### config.mk
export PLATFORM = sky130hd
export DESIGN_NAME = icache_ctrl
export DESIGN_NICKNAME = d
export VERILOG_FILES = /design/src/verilog/cache_geom_pkg.sv /design/src/verilog/fetch_bus_pkg.sv /design/src/verilog/icache_ctrl.sv
export SDC_FILE = /design/constraint.sdc
export NUM_CORES = 1
export LEC_CHECK = 0
export BUFFER_PORTS_ARGS = -buffer_cell sky130_fd_sc_hd__buf_4
export CAP_MARGIN = 15
export CORE_AREA = 2 2 154 156
export DETAILED_ROUTE_END_ITERATION = 6
export DIE_AREA = 0 0 156 158
export HOLD_SLACK_MARGIN = 0.03
export PLACE_DENSITY_LB_ADDON = 0.15
export SETUP_SLACK_MARGIN = 0.2
export SLEW_MARGIN = 20
export SYNTH_ARGS = -nofsm -noshare
export SYNTH_HDL_FRONTEND = slang
export SYNTH_SLANG_ARGS = --single-unit
### constraint.sdc
create_clock -name clk -period 3.3 [get_ports clk]
set_input_delay 0.66 -clock clk [delete_from_list [all_inputs] [get_ports clk]]
set_output_delay 0.66 -clock clk [all_outputs]
set_load 0.02 [all_outputs]
### src/verilog/cache_geom_pkg.sv
package cache_geom_pkg;

    // Byte address and data widths.
    localparam int ADDR_W     = 32;
    localparam int LINE_W     = 64;
    localparam int INSN_W     = 32;

    // Two instructions per line, so three offset bits.
    localparam int LINE_OFF_W = 3;

    // Replacement ages.
    localparam int AGE_W      = 3;
    localparam int AGE_MAX    = 7;

    typedef logic [AGE_W-1:0]  age_t;
    typedef logic [LINE_W-1:0] line_t;

    // Lookup result of one way for the addressed set.
    typedef struct packed {
        logic  hit;
        logic  valid;
        line_t line;
    } way_result_t;

endpackage

### src/verilog/fetch_bus_pkg.sv
package fetch_bus_pkg;

    import cache_geom_pkg::*;

    // Core side.
    typedef struct packed {
        logic [ADDR_W-1:0] addr;
    } fetch_req_t;

    typedef struct packed {
        logic [INSN_W-1:0] insn;
    } fetch_rsp_t;

    // Memory side, one whole line per transfer.
    typedef struct packed {
        logic [ADDR_W-1:0] addr;
    } mem_req_t;

    typedef struct packed {
        line_t line;
    } mem_rsp_t;

endpackage

### src/verilog/icache_ctrl.sv
`timescale 1ns/1ns

module icache_ctrl
    import cache_geom_pkg::*;
    import fetch_bus_pkg::*;
#(
    parameter int  NUM_SETS = 64,
    localparam int IDX_W    = $clog2(NUM_SETS),
    localparam int TAG_W    = ADDR_W - LINE_OFF_W - IDX_W
) (
    input  logic             clk,
    input  logic             i_rst_n,

    input  logic             i_req,
    input  fetch_req_t       i_req_addr,
    output logic             o_rsp,
    output fetch_rsp_t       o_rsp_data,

    output logic             o_mem_req,
    output mem_req_t         o_mem_req_addr,
    input  logic             i_mem_rsp,
    input  mem_rsp_t         i_mem_rsp_data,

    input  way_result_t      i_res0,
    input  way_result_t      i_res1,
    output logic [IDX_W-1:0] o_index,
    output logic [TAG_W-1:0] o_tag,
    output logic             o_fill0,
    output logic             o_fill1,
    output line_t            o_fill_line,

    output logic             o_accept,
    output logic             o_touch0,
    output logic             o_touch1,
    input  logic             i_victim
);

    typedef enum logic [1:0] {
        S_IDLE,
        S_LOOKUP,
        S_WAIT,
        S_RESP
    } state_t;

    state_t     state_q;
    state_t     state_d;
    fetch_req_t addr_q;
    fetch_rsp_t rsp_data_q;
    logic       mem_req_q;
    logic       victim_q;

    logic       accept;
    logic       lookup;
    logic       hit_any;
    logic       fill_any;
    logic       word_sel;
    line_t      hit_line;
    fetch_req_t cur_addr;

    function automatic logic [INSN_W-1:0] pick_insn(input line_t line, input logic sel);
        return sel ? line[LINE_W-1:INSN_W] : line[INSN_W-1:0];
    endfunction

    assign accept   = i_req && (state_q == S_IDLE);
    assign lookup   = (state_q == S_LOOKUP);
    assign hit_any  = i_res0.hit || i_res1.hit;
    assign hit_line = i_res0.hit ? i_res0.line : i_res1.line;
    assign fill_any = (state_q == S_WAIT) && i_mem_rsp;
    assign word_sel = addr_q.addr[LINE_OFF_W-1];

    // New address goes straight to the RAMs in the accept cycle.
    assign cur_addr = (state_q == S_IDLE) ? i_req_addr : addr_q;
    assign o_index  = cur_addr.addr[LINE_OFF_W +: IDX_W];
    assign o_tag    = cur_addr.addr[ADDR_W-1 -: TAG_W];

    always_comb begin
        state_d = state_q;
        case (state_q)
            S_IDLE: begin
                if (i_req) begin
                    state_d = S_LOOKUP;
                end
            end
            S_LOOKUP: begin
                state_d = hit_any ? S_RESP : S_WAIT;
            end
            S_WAIT: begin
                if (i_mem_rsp) begin
                    state_d = S_RESP;
                end
            end
            default: begin
                state_d = S_IDLE;
            end
        endcase
    end

    always_ff @(posedge clk or negedge i_rst_n) begin
        if (!i_rst_n) begin
            state_q   <= S_IDLE;
            mem_req_q <= 1'b0;
            victim_q  <= 1'b0;
        end else begin
            state_q   <= state_d;
            mem_req_q <= lookup && !hit_any;
            // Victim is frozen at lookup for the fill.
            if (lookup && !hit_any) begin
                victim_q <= i_victim;
            end
        end
    end

    always_ff @(posedge clk) begin
        if (accept) begin
            addr_q <= i_req_addr;
        end
        if (lookup && hit_any) begin
            rsp_data_q.insn <= pick_insn(hit_line, word_sel);
        end else if (fill_any) begin
            rsp_data_q.insn <= pick_insn(i_mem_rsp_data.line, word_sel);
        end
    end

    assign o_rsp      = (state_q == S_RESP);
    assign o_rsp_data = rsp_data_q;

    assign o_mem_req           = mem_req_q;
    assign o_mem_req_addr.addr = {addr_q.addr[ADDR_W-1:LINE_OFF_W], LINE_OFF_W'(0)};

    assign o_fill0     = fill_any && !victim_q;
    assign o_fill1     = fill_any && victim_q;
    assign o_fill_line = i_mem_rsp_data.line;

    assign o_accept = accept;
    assign o_touch0 = (lookup && i_res0.hit) || o_fill0;
    assign o_touch1 = (lookup && i_res1.hit) || o_fill1;

    // The core waits for o_rsp before the next fetch.
    a_no_req_busy: assert property (@(posedge clk) disable iff (!i_rst_n)
        i_req |-> state_q == S_IDLE);

    // A line never lives in both ways.
    a_one_hit: assert property (@(posedge clk) disable iff (!i_rst_n)
        lookup |-> !(i_res0.hit && i_res1.hit));

endmodule

==> results.toml <==
[layout]
final_cell_count_no_fill = 1147
nNetsFinal = 1088
drive_gt1_frac = 0.5280
syn2layout_area_growth_pct = 51.57
fillers = 2447
final_area_um2 = 8071

[drt]
route.detailed.drc = 0
drt_wl_total_mm = 20.79
num_vias = 5077
firstDrtPassIters = 4
drt_iter0_markers = 156
ant_nets = 0
post_drt_wl_per_cell_um = 18.12
vias_per_cell = 4.426

[setup_path]
cpMostUsedCell = "buf_4"
cp-end-kind = "output port"
slowest_delay_ns = 0.41
crit_buf_inv = 3
worstPathCellList = "inv_1 > ha_1 > buf_4 > mux2_2 > buf_4"
start_kind = "flop"
crit_family = "buffers and inverters"
r2r_slack_ns = 1.32
slowest_stage = "dfrtp_1"
regToRegStartpoint = "state_q[0]$_DFFE_PN0P_"
cp_max_fo = 31
worstPathRequired_ns = 2.64
regToRegEndpoint = "addr_q[30]$_DFFE_PP_"
worstSetupPathType = "flop to output port"
worst-r2r-cell-count = 5
cp.arrival_ns = 1.94

[floorplanning]
core_area_um2 = 23050
chipHeight_um = 158
initial_utilization = 0.2310
ioPinCount = 397
rows = 56
die_w_um = 156
die_area_um2 = 24650

[timing]
fmax_ghz = 0.3846
skew_ns = 0.01042
worst_slew_pin_slew_ns = 0.7068
setup_viol_count_final = 0
fin_crit_sh = 0.7880
setup_tns_ns = 0
relSlewSlack = 0.5270
finalMaxSlewViolations = 0
hold_ws_ns = 0.1140
fin_crit_ns = 2.600
rsz0062_at_grt = "false"
hold_violations = 0

[cts]
clk_latency_ns = 0.34
clock_tree.root_cell = "clkbuf_16"
cts_inserted_buffers = 9
h-tree-depth = 3
cts_hold_buf = 0
ctsLongestPathBuffers = 2
numClockSinks = 66
cts.repair.resized = 0
post_cts_buffers = 0
clk_pin_slew_ns = 0.06
cts_tree = "yes"

[logic_synthesis]
synth_area_um2 = 5325
synth_seq_area_share = 0.3684
synthAdderAreaFrac = 0.009398
synth_compound_area_frac = 0.1497
synth.avg_cell_area_um2 = 9.181
async_flop_share = 0.06061
netlist.area_leader.share = 0.3496
yosys_register_bits = 66
synth_area_leaders = "edfxtp_1 (35%), buf_4 (15%), mux2_2 (6.8%)"
synth_edf_count = 62
syn_inst = 580
yosysUniqueCellTypes = 26
muxShareOfSynthArea = 0.06767
yosys.area.top_type = "edfxtp_1"
synth_xor_area_frac = 0
yosys.area_share.simple = 0.1955
synth-main-ff-cell = "edfxtp_1"
yosysWarnings = 0
synth_top_family_by_area = "buffers and inverters"

[power]
p_sw_mw = 2.087
p_clk_frac = 0.197
pwr-share-comb = 0.536
seqPwrFrac = 0.267
switching_share = 0.4043
p_leak_nw = 3.830
internal_power_mw = 3.074
ir_drop_mv = 0.2929
powerDensity_nw_per_um2 = 639.3

[global_route]
top_usage_layer = "met2"
grt_max_degree = 107
grtUsageMet3 = 0.05229
grt_util_met1 = 0.1817
track_usage = 0.1584
globalRouteMet2Util = 0.2828
antenna_found_initial = 1
grt_pass1_vias = 5064
overflow = 0
grt_first_pass_wirelength_mm = 29.22

[placement]
io_buffers = 389
placed_area_um2 = 7767
dp_hpwl_mm = 15.51
dpl.cell_count = 1130
place.gp.congestion = 0.7551

[worst_hold_path]
holdCritPathClass = "input port to asynchronous set/reset pin"

[status]
status = "finished, final reports clean"

[run]
maxCapViolCount = 0
-- cells by family (layout without fill, tap and decap cells) --
family / count (synthesis) / count (layout)
buf+inv: 177 / 451
simple gates: 167 / 167
compound gates: 133 / 133
flops: 66 / 66
mux: 32 / 32
fa+ha+maj: 4 / 4
other cells: 1 / 4
-- registers in the layout, indices dropped and copies added (netlist names) --
name,count
o_mem_req,1
addr_q,30
state_q,2
victim_q,1
o_rsp_data,32
-- placed cells by master, fill, tap and decap left out, types with 12 or more instances in the layout --
master	netlist	layout
nor3b_1	32	32
o21ai_0	20	20
nor2b_1	32	32
o21ai_1	12	12
a21oi_1	64	64
nand3b_1	32	32
mux2_2	32	32
and3_1	33	33
edfxtp_1	62	62
a211o_1	32	32
buf_4	104	396
nand2_1	35	33
inv_1	36	36
-- area by class of cell --
class,count,area [um2],area share
Timing Repair Buffer,399,3033,0.3758
Multi-Input combinational cell,339,2275,0.2818
Sequential cell,66,1962,0.2431
Tap cell,290,362.8,0.04495
Clock buffer,9,225.2,0.02790
Inverter,36,135.1,0.01674
Clock inverter,7,76.32,0.009456
Antenna cell,1,2.502,0.0003100
-- synth_stat cells (all sizes together), types with 12 or more instances --
cell      n
a211o    32
a21oi    64
and3     33
buf     129
clkbuf   12
edfxtp   62
inv      36
mux2     32
nand2    35
nand3b   32
nor2b    32
nor3b    33
o21ai    33
-- power groups by stage --
stage | registers (mW) | logic (mW) | clock network [mW]
final | 1.38 | 2.77 | 1.02
after global routing | 1.41 | 2.97 | 1.09
after CTS | 1.38 | 2.83 | 1.06
after detailed placement | 1.40 | 2.82 | 0
after global placement | 1.39 | 2.82 | 0
after floorplan | 1.59 | 1.48 | 0
-- through the flow --
step	power (mW)	utilization	worst slack (ns)
final	5.160	0.3501	0.6997
after detailed placement	4.220	0.3370	0.7405
after global routing	5.468	0.3501	0.5986
after global placement	4.211	0.3370	0.7669
after CTS	5.270	0.3500	0.6492
after floorplan	3.068	-	0.8700
-- metal layers --
layer | wire length [um] | vias to the layer above
met3 | 1784 | 16
met4 | 318 | 0
met5 | 0 | -
met1 | 8294 | 2358
li1 | - | 2477
met2 | 10390 | 226
-- worst max path at each step --
stage                                 startpoint                       end  slack, ns  cells after the start
after floorplan           state_q[0]$_DFFE_PN0P_                  o_accept       0.87                      4
after global placement                i_res1[65]  o_rsp_data[28]$_DFFE_PP_       0.77                      4
after detailed placement              i_res1[65]  o_rsp_data[28]$_DFFE_PP_       0.74                      4
after CTS                 state_q[0]$_DFFE_PN0P_                 o_tag[12]       0.65                      5
after global routing      state_q[0]$_DFFE_PN0P_                 o_tag[12]       0.60                      5
final                     state_q[0]$_DFFE_PN0P_                 o_tag[12]       0.70                      5
Note: power is estimated with default switching activity, not from simulation.
