<file path="src/verilog/cache_geom_pkg.sv">
package cache_geom_pkg;

    // Byte address and data widths.
    localparam int ADDR_W     = 32;
    localparam int LINE_W     = 64;
    localparam int INSN_W     = 32;

    // Two instructions per line, so three offset bits.
    localparam int LINE_OFF_W = 3;

    // Replacement ages.
    localparam int AGE_W      = 3;
    localparam int AGE_MAX    = 7;

    typedef logic [AGE_W-1:0]  age_t;
    typedef logic [LINE_W-1:0] line_t;

    // Lookup result of one way for the addressed set.
    typedef struct packed {
        logic  hit;
        logic  valid;
        line_t line;
    } way_result_t;

endpackage

</file>
<file path="src/verilog/icache_age.sv">
`timescale 1ns/1ns

module icache_age
    import cache_geom_pkg::*;
#(
    parameter int  NUM_SETS = 64,
    localparam int IDX_W    = $clog2(NUM_SETS)
) (
    input  logic             clk,
    input  logic             i_rst_n,
    input  logic             i_accept,
    input  logic [IDX_W-1:0] i_set,
    input  logic             i_touch0,
    input  logic             i_touch1,
    input  logic             i_valid0,
    input  logic             i_valid1,
    output logic             o_victim
);

    age_t age0_q [NUM_SETS];
    age_t age1_q [NUM_SETS];
    logic pending_q;

    function automatic age_t age_inc(input age_t a);
        return (a == age_t'(AGE_MAX)) ? a : a + age_t'(1);
    endfunction

    // Clear beats increment on the same entry.
    always_ff @(posedge clk or negedge i_rst_n) begin
        if (!i_rst_n) begin
            for (int s = 0; s < NUM_SETS; s++) begin
                age0_q[s] <= '0;
                age1_q[s] <= '0;
            end
        end else begin
            for (int s = 0; s < NUM_SETS; s++) begin
                if (i_touch0 && i_set == IDX_W'(s)) begin
                    age0_q[s] <= '0;
                end else if (i_accept) begin
                    age0_q[s] <= age_inc(age0_q[s]);
                end
                if (i_touch1 && i_set == IDX_W'(s)) begin
                    age1_q[s] <= '0;
                end else if (i_accept) begin
                    age1_q[s] <= age_inc(age1_q[s]);
                end
            end
        end
    end

    // Invalid way first, then the older one, tie to way 0.
    always_comb begin
        if (!i_valid0) begin
            o_victim = 1'b0;
        end else if (!i_valid1) begin
            o_victim = 1'b1;
        end else begin
            o_victim = age1_q[i_set] > age0_q[i_set];
        end
    end

    // One touch per accepted request.
    always_ff @(posedge clk or negedge i_rst_n) begin
        if (!i_rst_n) begin
            pending_q <= 1'b0;
        end else if (i_accept) begin
            pending_q <= 1'b1;
        end else if (i_touch0 || i_touch1) begin
            pending_q <= 1'b0;
        end
    end

    a_touch_in_flight: assert property (@(posedge clk) disable iff (!i_rst_n)
        (i_touch0 || i_touch1) |-> pending_q && !(i_touch0 && i_touch1));

endmodule

</file>
<file path="config.mk">
export PLATFORM = sky130hd
export DESIGN_NAME = icache_age
export DESIGN_NICKNAME = d
export VERILOG_FILES = /design/src/verilog/cache_geom_pkg.sv /design/src/verilog/icache_age.sv
export SDC_FILE = /design/constraint.sdc
export NUM_CORES = 1
export LEC_CHECK = 0
export BUFFER_PORTS_ARGS = -buffer_cell sky130_fd_sc_hd__buf_4
export CORE_UTILIZATION = 49
export CTS_BUF_LIST = sky130_fd_sc_hd__clkbuf_16
export DETAILED_ROUTE_END_ITERATION = 12
export GPL_ROUTABILITY_DRIVEN = 0
export MAX_ROUTING_LAYER = met4
export PLACE_DENSITY = 0.68
export SYNTH_ARGS = -nofsm -noshare
export SYNTH_HDL_FRONTEND = slang
export SYNTH_SLANG_ARGS = --single-unit
</file>
<file path="constraint.sdc">
create_clock -name clk -period 9.8 [get_ports clk]
set_input_delay 1.96 -clock clk [delete_from_list [all_inputs] [get_ports clk]]
set_output_delay 1.96 -clock clk [all_outputs]
set_load 0.02 [all_outputs]
</file>
==> metrics, run 1 <==
CP Launch Type=primary input; Final Net Count=2,223; top cells by count, synth=514 x nor2_1, 384 x dfrtp_1, 259 x ha_1, 256 x mux2i_1, 102 x nor2b_1; Lkg Pwr=0.0115 uW; antenna-violating nets left=0; Root Driver=clkbuf_16; GRT Resource Usage Total=0.245; FF/Latch Area=~9600 um2; endpoints failing hold=0; CP arrival=5940 ps; Synth area leader=dfrtp_1; clock-pin slew on the worst setup and hold paths=approximately 60 ps; critical path capture point type=primary output; fmax=127 MHz; post-layout minimum cycle time=about 7900 ps; Int Power=about 5000 uW; Slew HR=0.201; multi-input logic area=12,600 um2; Critical Path Fanout Max=66; drt wl/cell=20.7 um; Port-buffer cells=13; setup_tns=0 ps; Hold Buf Count CTS=0; pre-CTS setup slack=about 1900 ps; share of post-route cells with drive strength above 1=0.0916; Vias=14,900; starting density of the core=0.496; DRT Wirelength=53,700 um; count of different cell masters after synthesis=29; Yosys top cell area share=0.427; Seq/Total Area, Yosys=0.427; Setup Fix Bufs, Post-CTS=0; syn_nets=2,214; register share of total power=0.419; Vias/cell=5.75; CTS tree=yes; Mapped Avg Cell Area=between 10 and 15 um2; Clock Latency Late Sink=600 ps; Setup Skew=15.2 ps; final setup vio count=0; Sw Ratio=0.379; clock power share=0.198; PD cells=328 nW/um2; Worst-Margin Slew=1190 ps; reg2reg path depth=5; final period utilization=0.806; sw power=3050 uW; clk sinks=about 380; CP required=slightly below 8000 ps; #FFs+latches synth=384; row count=78; top_reg_cell synth=dfrtp_1; clk buf depth=3; Core Region=45,400 um2; number of global-route vias before repair=~16,000; DRT Pass-1 Iters=5; outcome=finished clean; DRC=0; largest net degree at the start of global routing=155; Final WS setup=between 1500 and 2000 ps; Synth Cell Area=22,500 um2; cells after synthesis=1,942; first-pass GRT wire length=86,700 um; filler instances=about 3,700; initial antenna violation count=1; Synth area leaders=dfrtp_1 43%, ha_1 14%, mux2i_1 11%; Starting DRT DRC Count=910; EDFF count, synth=0; unrepaired setup endpoints after global routing=false; CTS H-Tree Depth=2; Die ar.=46,800 um2; async set-reset flop share out of synthesis=1.00; hpwl dp=38,200 um; Min-Delay Path Class=reg2reg; Max-Cap Viols=0; Comb power frac=0.384; GRT overflow=0; hold path cells=2; Slew Viols, Final=0; most common cell in the netlist=nor2_1; io pins=14; Area growth, synth to finish=9.08%; WS Path Type=in2out; CTS Buf Count=45; yosys warns=0; Die W=216 um; Worst VDD drop=between 0.15 and 0.2 mV; post-CTS sizing=0; Die Span Y=216 um
-- critical path, cell delays in order --
cell and delay [ps]:
buf_6 570, buf_4 380, mux4_2 530, a22oi_1 210
a21oi_1 100, or4_1 560, ha_1 320, nor2b_1 130
o21a_1 160, o21ai_0 520, a21boi_0 190, buf_4 190
-- worst paths after layout --
kind                             startpoint          end  slack (ps)
max in group asynchronous           i_rst_n   age0_q[66]        7150
worst min register to register  age1_q[106]  age1_q[106]         560
worst max register to register   age1_q[15]   age1_q[17]        8240
min in group asynchronous           i_rst_n  age1_q[104]        1380
worst min-delay path            age1_q[106]  age1_q[106]         560
worst max-delay path               i_set[0]     o_victim        1900
-- flip-flops by register name, summed over array words and instances (netlist names) --
name / flops
age0_q: 192
age1_q: 192
-- cell type report --
cell class,instances,area share
antenna,1,0.000102
clock buffer,45,0.0458
clock inverter,37,0.0108
multi-input combinational,1497,0.512
sequential,384,0.391
tap,600,0.0305
timing repair buffer,23,0.00952
-- stage by stage --
stage	instance area, um2	hold WS [ps]	std cells	power [uW]	utilization
floorplan	22500	504	1942	5510	-
global placement	23200	534	2504	6200	0.511
detailed placement	23200	544	2504	6500	0.511
CTS	24600	556	2586	8130	0.541
global route	24600	588	2587	8750	0.542
finish	24600	556	2587	8050	0.542
-- power groups by stage --
stage          sequential, uW  clock [uW]  combinational, uW
6_report                 3370        1590               3090
5_1_grt                  3470        1690               3590
4_1_cts                  3370        1630               3140
3_5_place_dp             3390           0               3110
3_3_place_gp             3370           0               2830
2_1_floorplan            2990           0               2520
-- cell usage in the layout (no fill, tap or decap), drive strengths merged --
master and count:
ha 259, mux4 96, clkbuf 45, nand2 13
nand3 7, a21boi 1, nor2b 102, xnor2 97
or4 3, dfrtp 384, or3b 2, and2 1
bufinv 2, inv 17, buf 23, clkinv 17
o21a 1, nand3b 4, nor4 3, a21oi 24
or2 1, o21ai 1, clkinvlp 1, nor2 514
nand2b 33, xor2 31, diode 1, a22oi 48
mux2i 256
-- cells by family after synthesis --
logic type	share of synthesized area
AOI/OAI and AO/OA	0.0222
xor gates and xnor gates	0.0498
adders and majority gates	0.144
buffers and inverters	0.0151
DFF	0.427
muxes	0.210
and+or+nand+nor	0.132
-- routing by layer --
layer  global-route usage  up-vias  part of all wire
li1                     -     6856                 -
met4               0.0901        0             0.034
met5                    -        -                 0
met2                0.397      356              0.48
met1                0.311     7553              0.43
met3               0.0396      107             0.053
Note: power is estimated with default switching activity, not from simulation.
==> run 2: changes to the inputs <==
ABC_AREA = 1   (was unset)
clock period = 8.3 ns   (was 9.8 ns; I/O delays follow)
==> metrics, run 2 <==
number of global-route vias before repair=21,000 (+35%); Die W=229 um (+5.7%); yosys warns=0 (unchanged); top_reg_cell synth=dfrtp_1; fmax=149 MHz; post-route cell area=27,200 um2 (+11%); DRC=0 (unchanged); area post-placement=25,800 um2 (+11%); setup_tns=0 ps (unchanged); Largest regs=age0_q x192, age1_q x192; Worst-Margin Slew=958 ps (-237 ps); worst reg2reg setup slack=6720 ps (-1520 ps); Final Net Count=3,717 (+67%); DRT Wirelength=63,500 um (+18%); final setup vio count=0 (unchanged); Mapped Avg Cell Area=7.22 um2 (-38%); CTS H-Tree Depth=2 (unchanged); EDFF count, synth=0 (unchanged); post-route insts no fill=4,146 (+60%); post-layout minimum cycle time=6710 ps; PD cells=334 nW/um2 (+2.1%); unrepaired setup endpoints after global routing=false; Port-buffer cells=13 (unchanged); ANT cells=0 (-1); starting density of the core=0.499 (+0.00264); Die Span Y=229 um (+5.7%); most common cell after layout, fill and taps aside=nand2_1; critical path capture point type=primary output; async set-reset flop share out of synthesis=1.00 (unchanged); Critical Path Fanout Max=49 (-26%); Synth Cell Area=25,200 um2 (+12%); initial antenna violation count=0 (-1); GRT overflow=0 (unchanged); most frequent cells in the layout=1,243 x nand2_1, 501 x nor2_1, 384 x dfrtp_1, 310 x inv_1, 259 x ha_1; io pins=14 (unchanged); drt wl/cell=15.3 um (-26%); antenna-violating nets left=0 (unchanged); largest net degree at the start of global routing=138 (-11%); CP arrival=5050 ps (-890 ps); top cells by count, synth=1,243 x nand2_1, 505 x nor2_1, 384 x dfrtp_1, 295 x inv_1, 259 x ha_1; Seq/Total Area, Yosys=0.381 (-0.0451); GRT Resource Usage Total=0.258 (+0.0127); outcome=finished clean; WS Path Type=in2out; CP required=6640 ps (-1200 ps); count of different cell masters after synthesis=25 (-14%); Die ar.=52,300 um2 (+12%); Yosys top cell area share=0.381 (-0.0451); row count=82 (+5.1%); clk buf depth=3 (unchanged); endpoints failing hold=0 (unchanged); Vias/cell=5.22 (-9.2%); Max-Cap Viols=0 (unchanged); Worst VDD drop=0.184 mV (-3.3%); Slew HR=0.359 (+0.158); Area growth, synth to finish=7.80%; final period utilization=0.808; first-pass GRT wire length=106,000 um (+23%); Synth area leaders=dfrtp_1 38%, nand2_1 19%, ha_1 13%; syn_nets=3,759 (+70%); Lkg Pwr=0.0148 uW (+28%); filler instances=4,928 (+31%); share of post-route cells with drive strength above 1=0.0564 (-0.0352); Min-Delay Path Class=reg2reg; CTS Buf Count=45 (unchanged); #FFs+latches synth=384 (unchanged); Synth area leader=dfrtp_1; Setup Skew=21.3 ps (+6.11 ps); most common cell in the netlist=nand2_1; Setup Fix Bufs, Post-CTS=0 (unchanged); cells after synthesis=3,487 (+80%); CTS tree=yes; Starting DRT DRC Count=1,503 (+65%); Clock Latency Late Sink=610 ps (about the same); clock-pin slew on the worst setup and hold paths=50 ps (about the same); Slew Viols, Final=0 (unchanged); # placed instances=4,070 (+63%); DRT Pass-1 Iters=5 (unchanged); Core Region=50,500 um2 (+11%); post-CTS sizing=0 (unchanged); clk sinks=384 (unchanged); Vias=21,600 (+46%); Hold Buf Count CTS=0 (unchanged); Root Driver=clkbuf_16; hpwl dp=42,600 um (+12%); CP Launch Type=primary input
## run 2: cell count changes after synthesis, moves of 34 or more
cell	previous run	this run
nand2_1	13	1243
inv_1	0	295
mux2i_1	256	0
a21oi_1	24	148
a31oi_1	0	112
nand3_1	7	114
nor2b_1	102	0
mux4_2	92	0
or2_2	1	72
nand3b_1	4	53
a22oi_1	48	0
buf_2	15	52
o21ai_1	0	34
## run 2: metal layers
layer,vias up,share of wire,track usage,wire length [um]
li1,11000,-,-,-
met1,10000,0.46,0.338,29200
met2,493,0.46,0.413,29000
met3,119,0.056,0.0356,3580
met4,0,0.026,0.0831,1640
met5,-,0,-,0
## run 2: worst paths after layout
| path | from | endpoint | cells after the start |
|---|---|---|---|
| worst max-delay path | i_set[1] | o_victim | 17 |
| worst min-delay path | age1_q[19] | age1_q[19] | 2 |
| worst max register to register | age1_q[63] | age1_q[64] | 6 |
| worst min register to register | age1_q[19] | age1_q[19] | 2 |
| max in group asynchronous | i_rst_n | age1_q[48] | 2 |
| min in group asynchronous | i_rst_n | age1_q[187] | 1 |
## run 2: final cells by class
class / count / area, um2 / area share
clock buffers: 46 / 1150 / 0.0424
repair buffers: 34 / 317 / 0.0117
well taps: 672 / 841 / 0.0310
flip-flops and latches: 384 / 9610 / 0.354
multi-input cells: 2677 / 13900 / 0.513
clock inverters: 30 / 170 / 0.00627
inverters: 303 / 1150 / 0.0424
## run 2: critical path: stages
cell,delay (ps)
buf_4,450
clkinv_2,650
buf_4,410
nand2_1,80
nand2_1,50
nand2_1,50
nand2_1,80
nor2_1,110
nor2_1,50
nor2_1,250
nand2_1,100
ha_1,330
nand2_1,60
o21ai_0,160
nand2_1,150
a21boi_0,180
buf_4,160
## run 2: cell families after synthesis
family / Yosys count / synth area share
XOR/XNOR: 72 / 0.0250
AO/OA/AOI/OAI: 335 / 0.0743
buffers and inverters: 426 / 0.0665
adder cells (fa/ha/maj): 259 / 0.129
flip-flops: 384 / 0.381
AND/OR/NAND/NOR: 2011 / 0.324
## run 2: power breakdown
| group | leakage (uW) | switching (uW) | total [uW] | internal (uW) |
|---|---|---|---|---|
| Sequential | 0.00465 | 851 | 3660 | 2810 |
| Clock | 0.000701 | 816 | 1840 | 1030 |
| Combinational | 0.00941 | 1940 | 3580 | 1640 |
| Total | 0.0148 | 3610 | 9080 | 5470 |
## run 2: per-stage QoR
stage	util	setup WS, ps	total power (uW)	hold WS, ps
6_report	0.538	1590	9080	556
5_1_grt	0.538	1410	10000	573
4_1_cts	0.538	1690	9160	557
3_5_place_dp	0.512	1730	7270	549
3_3_place_gp	0.512	1770	7160	545
2_1_floorplan	-	2890	6340	526
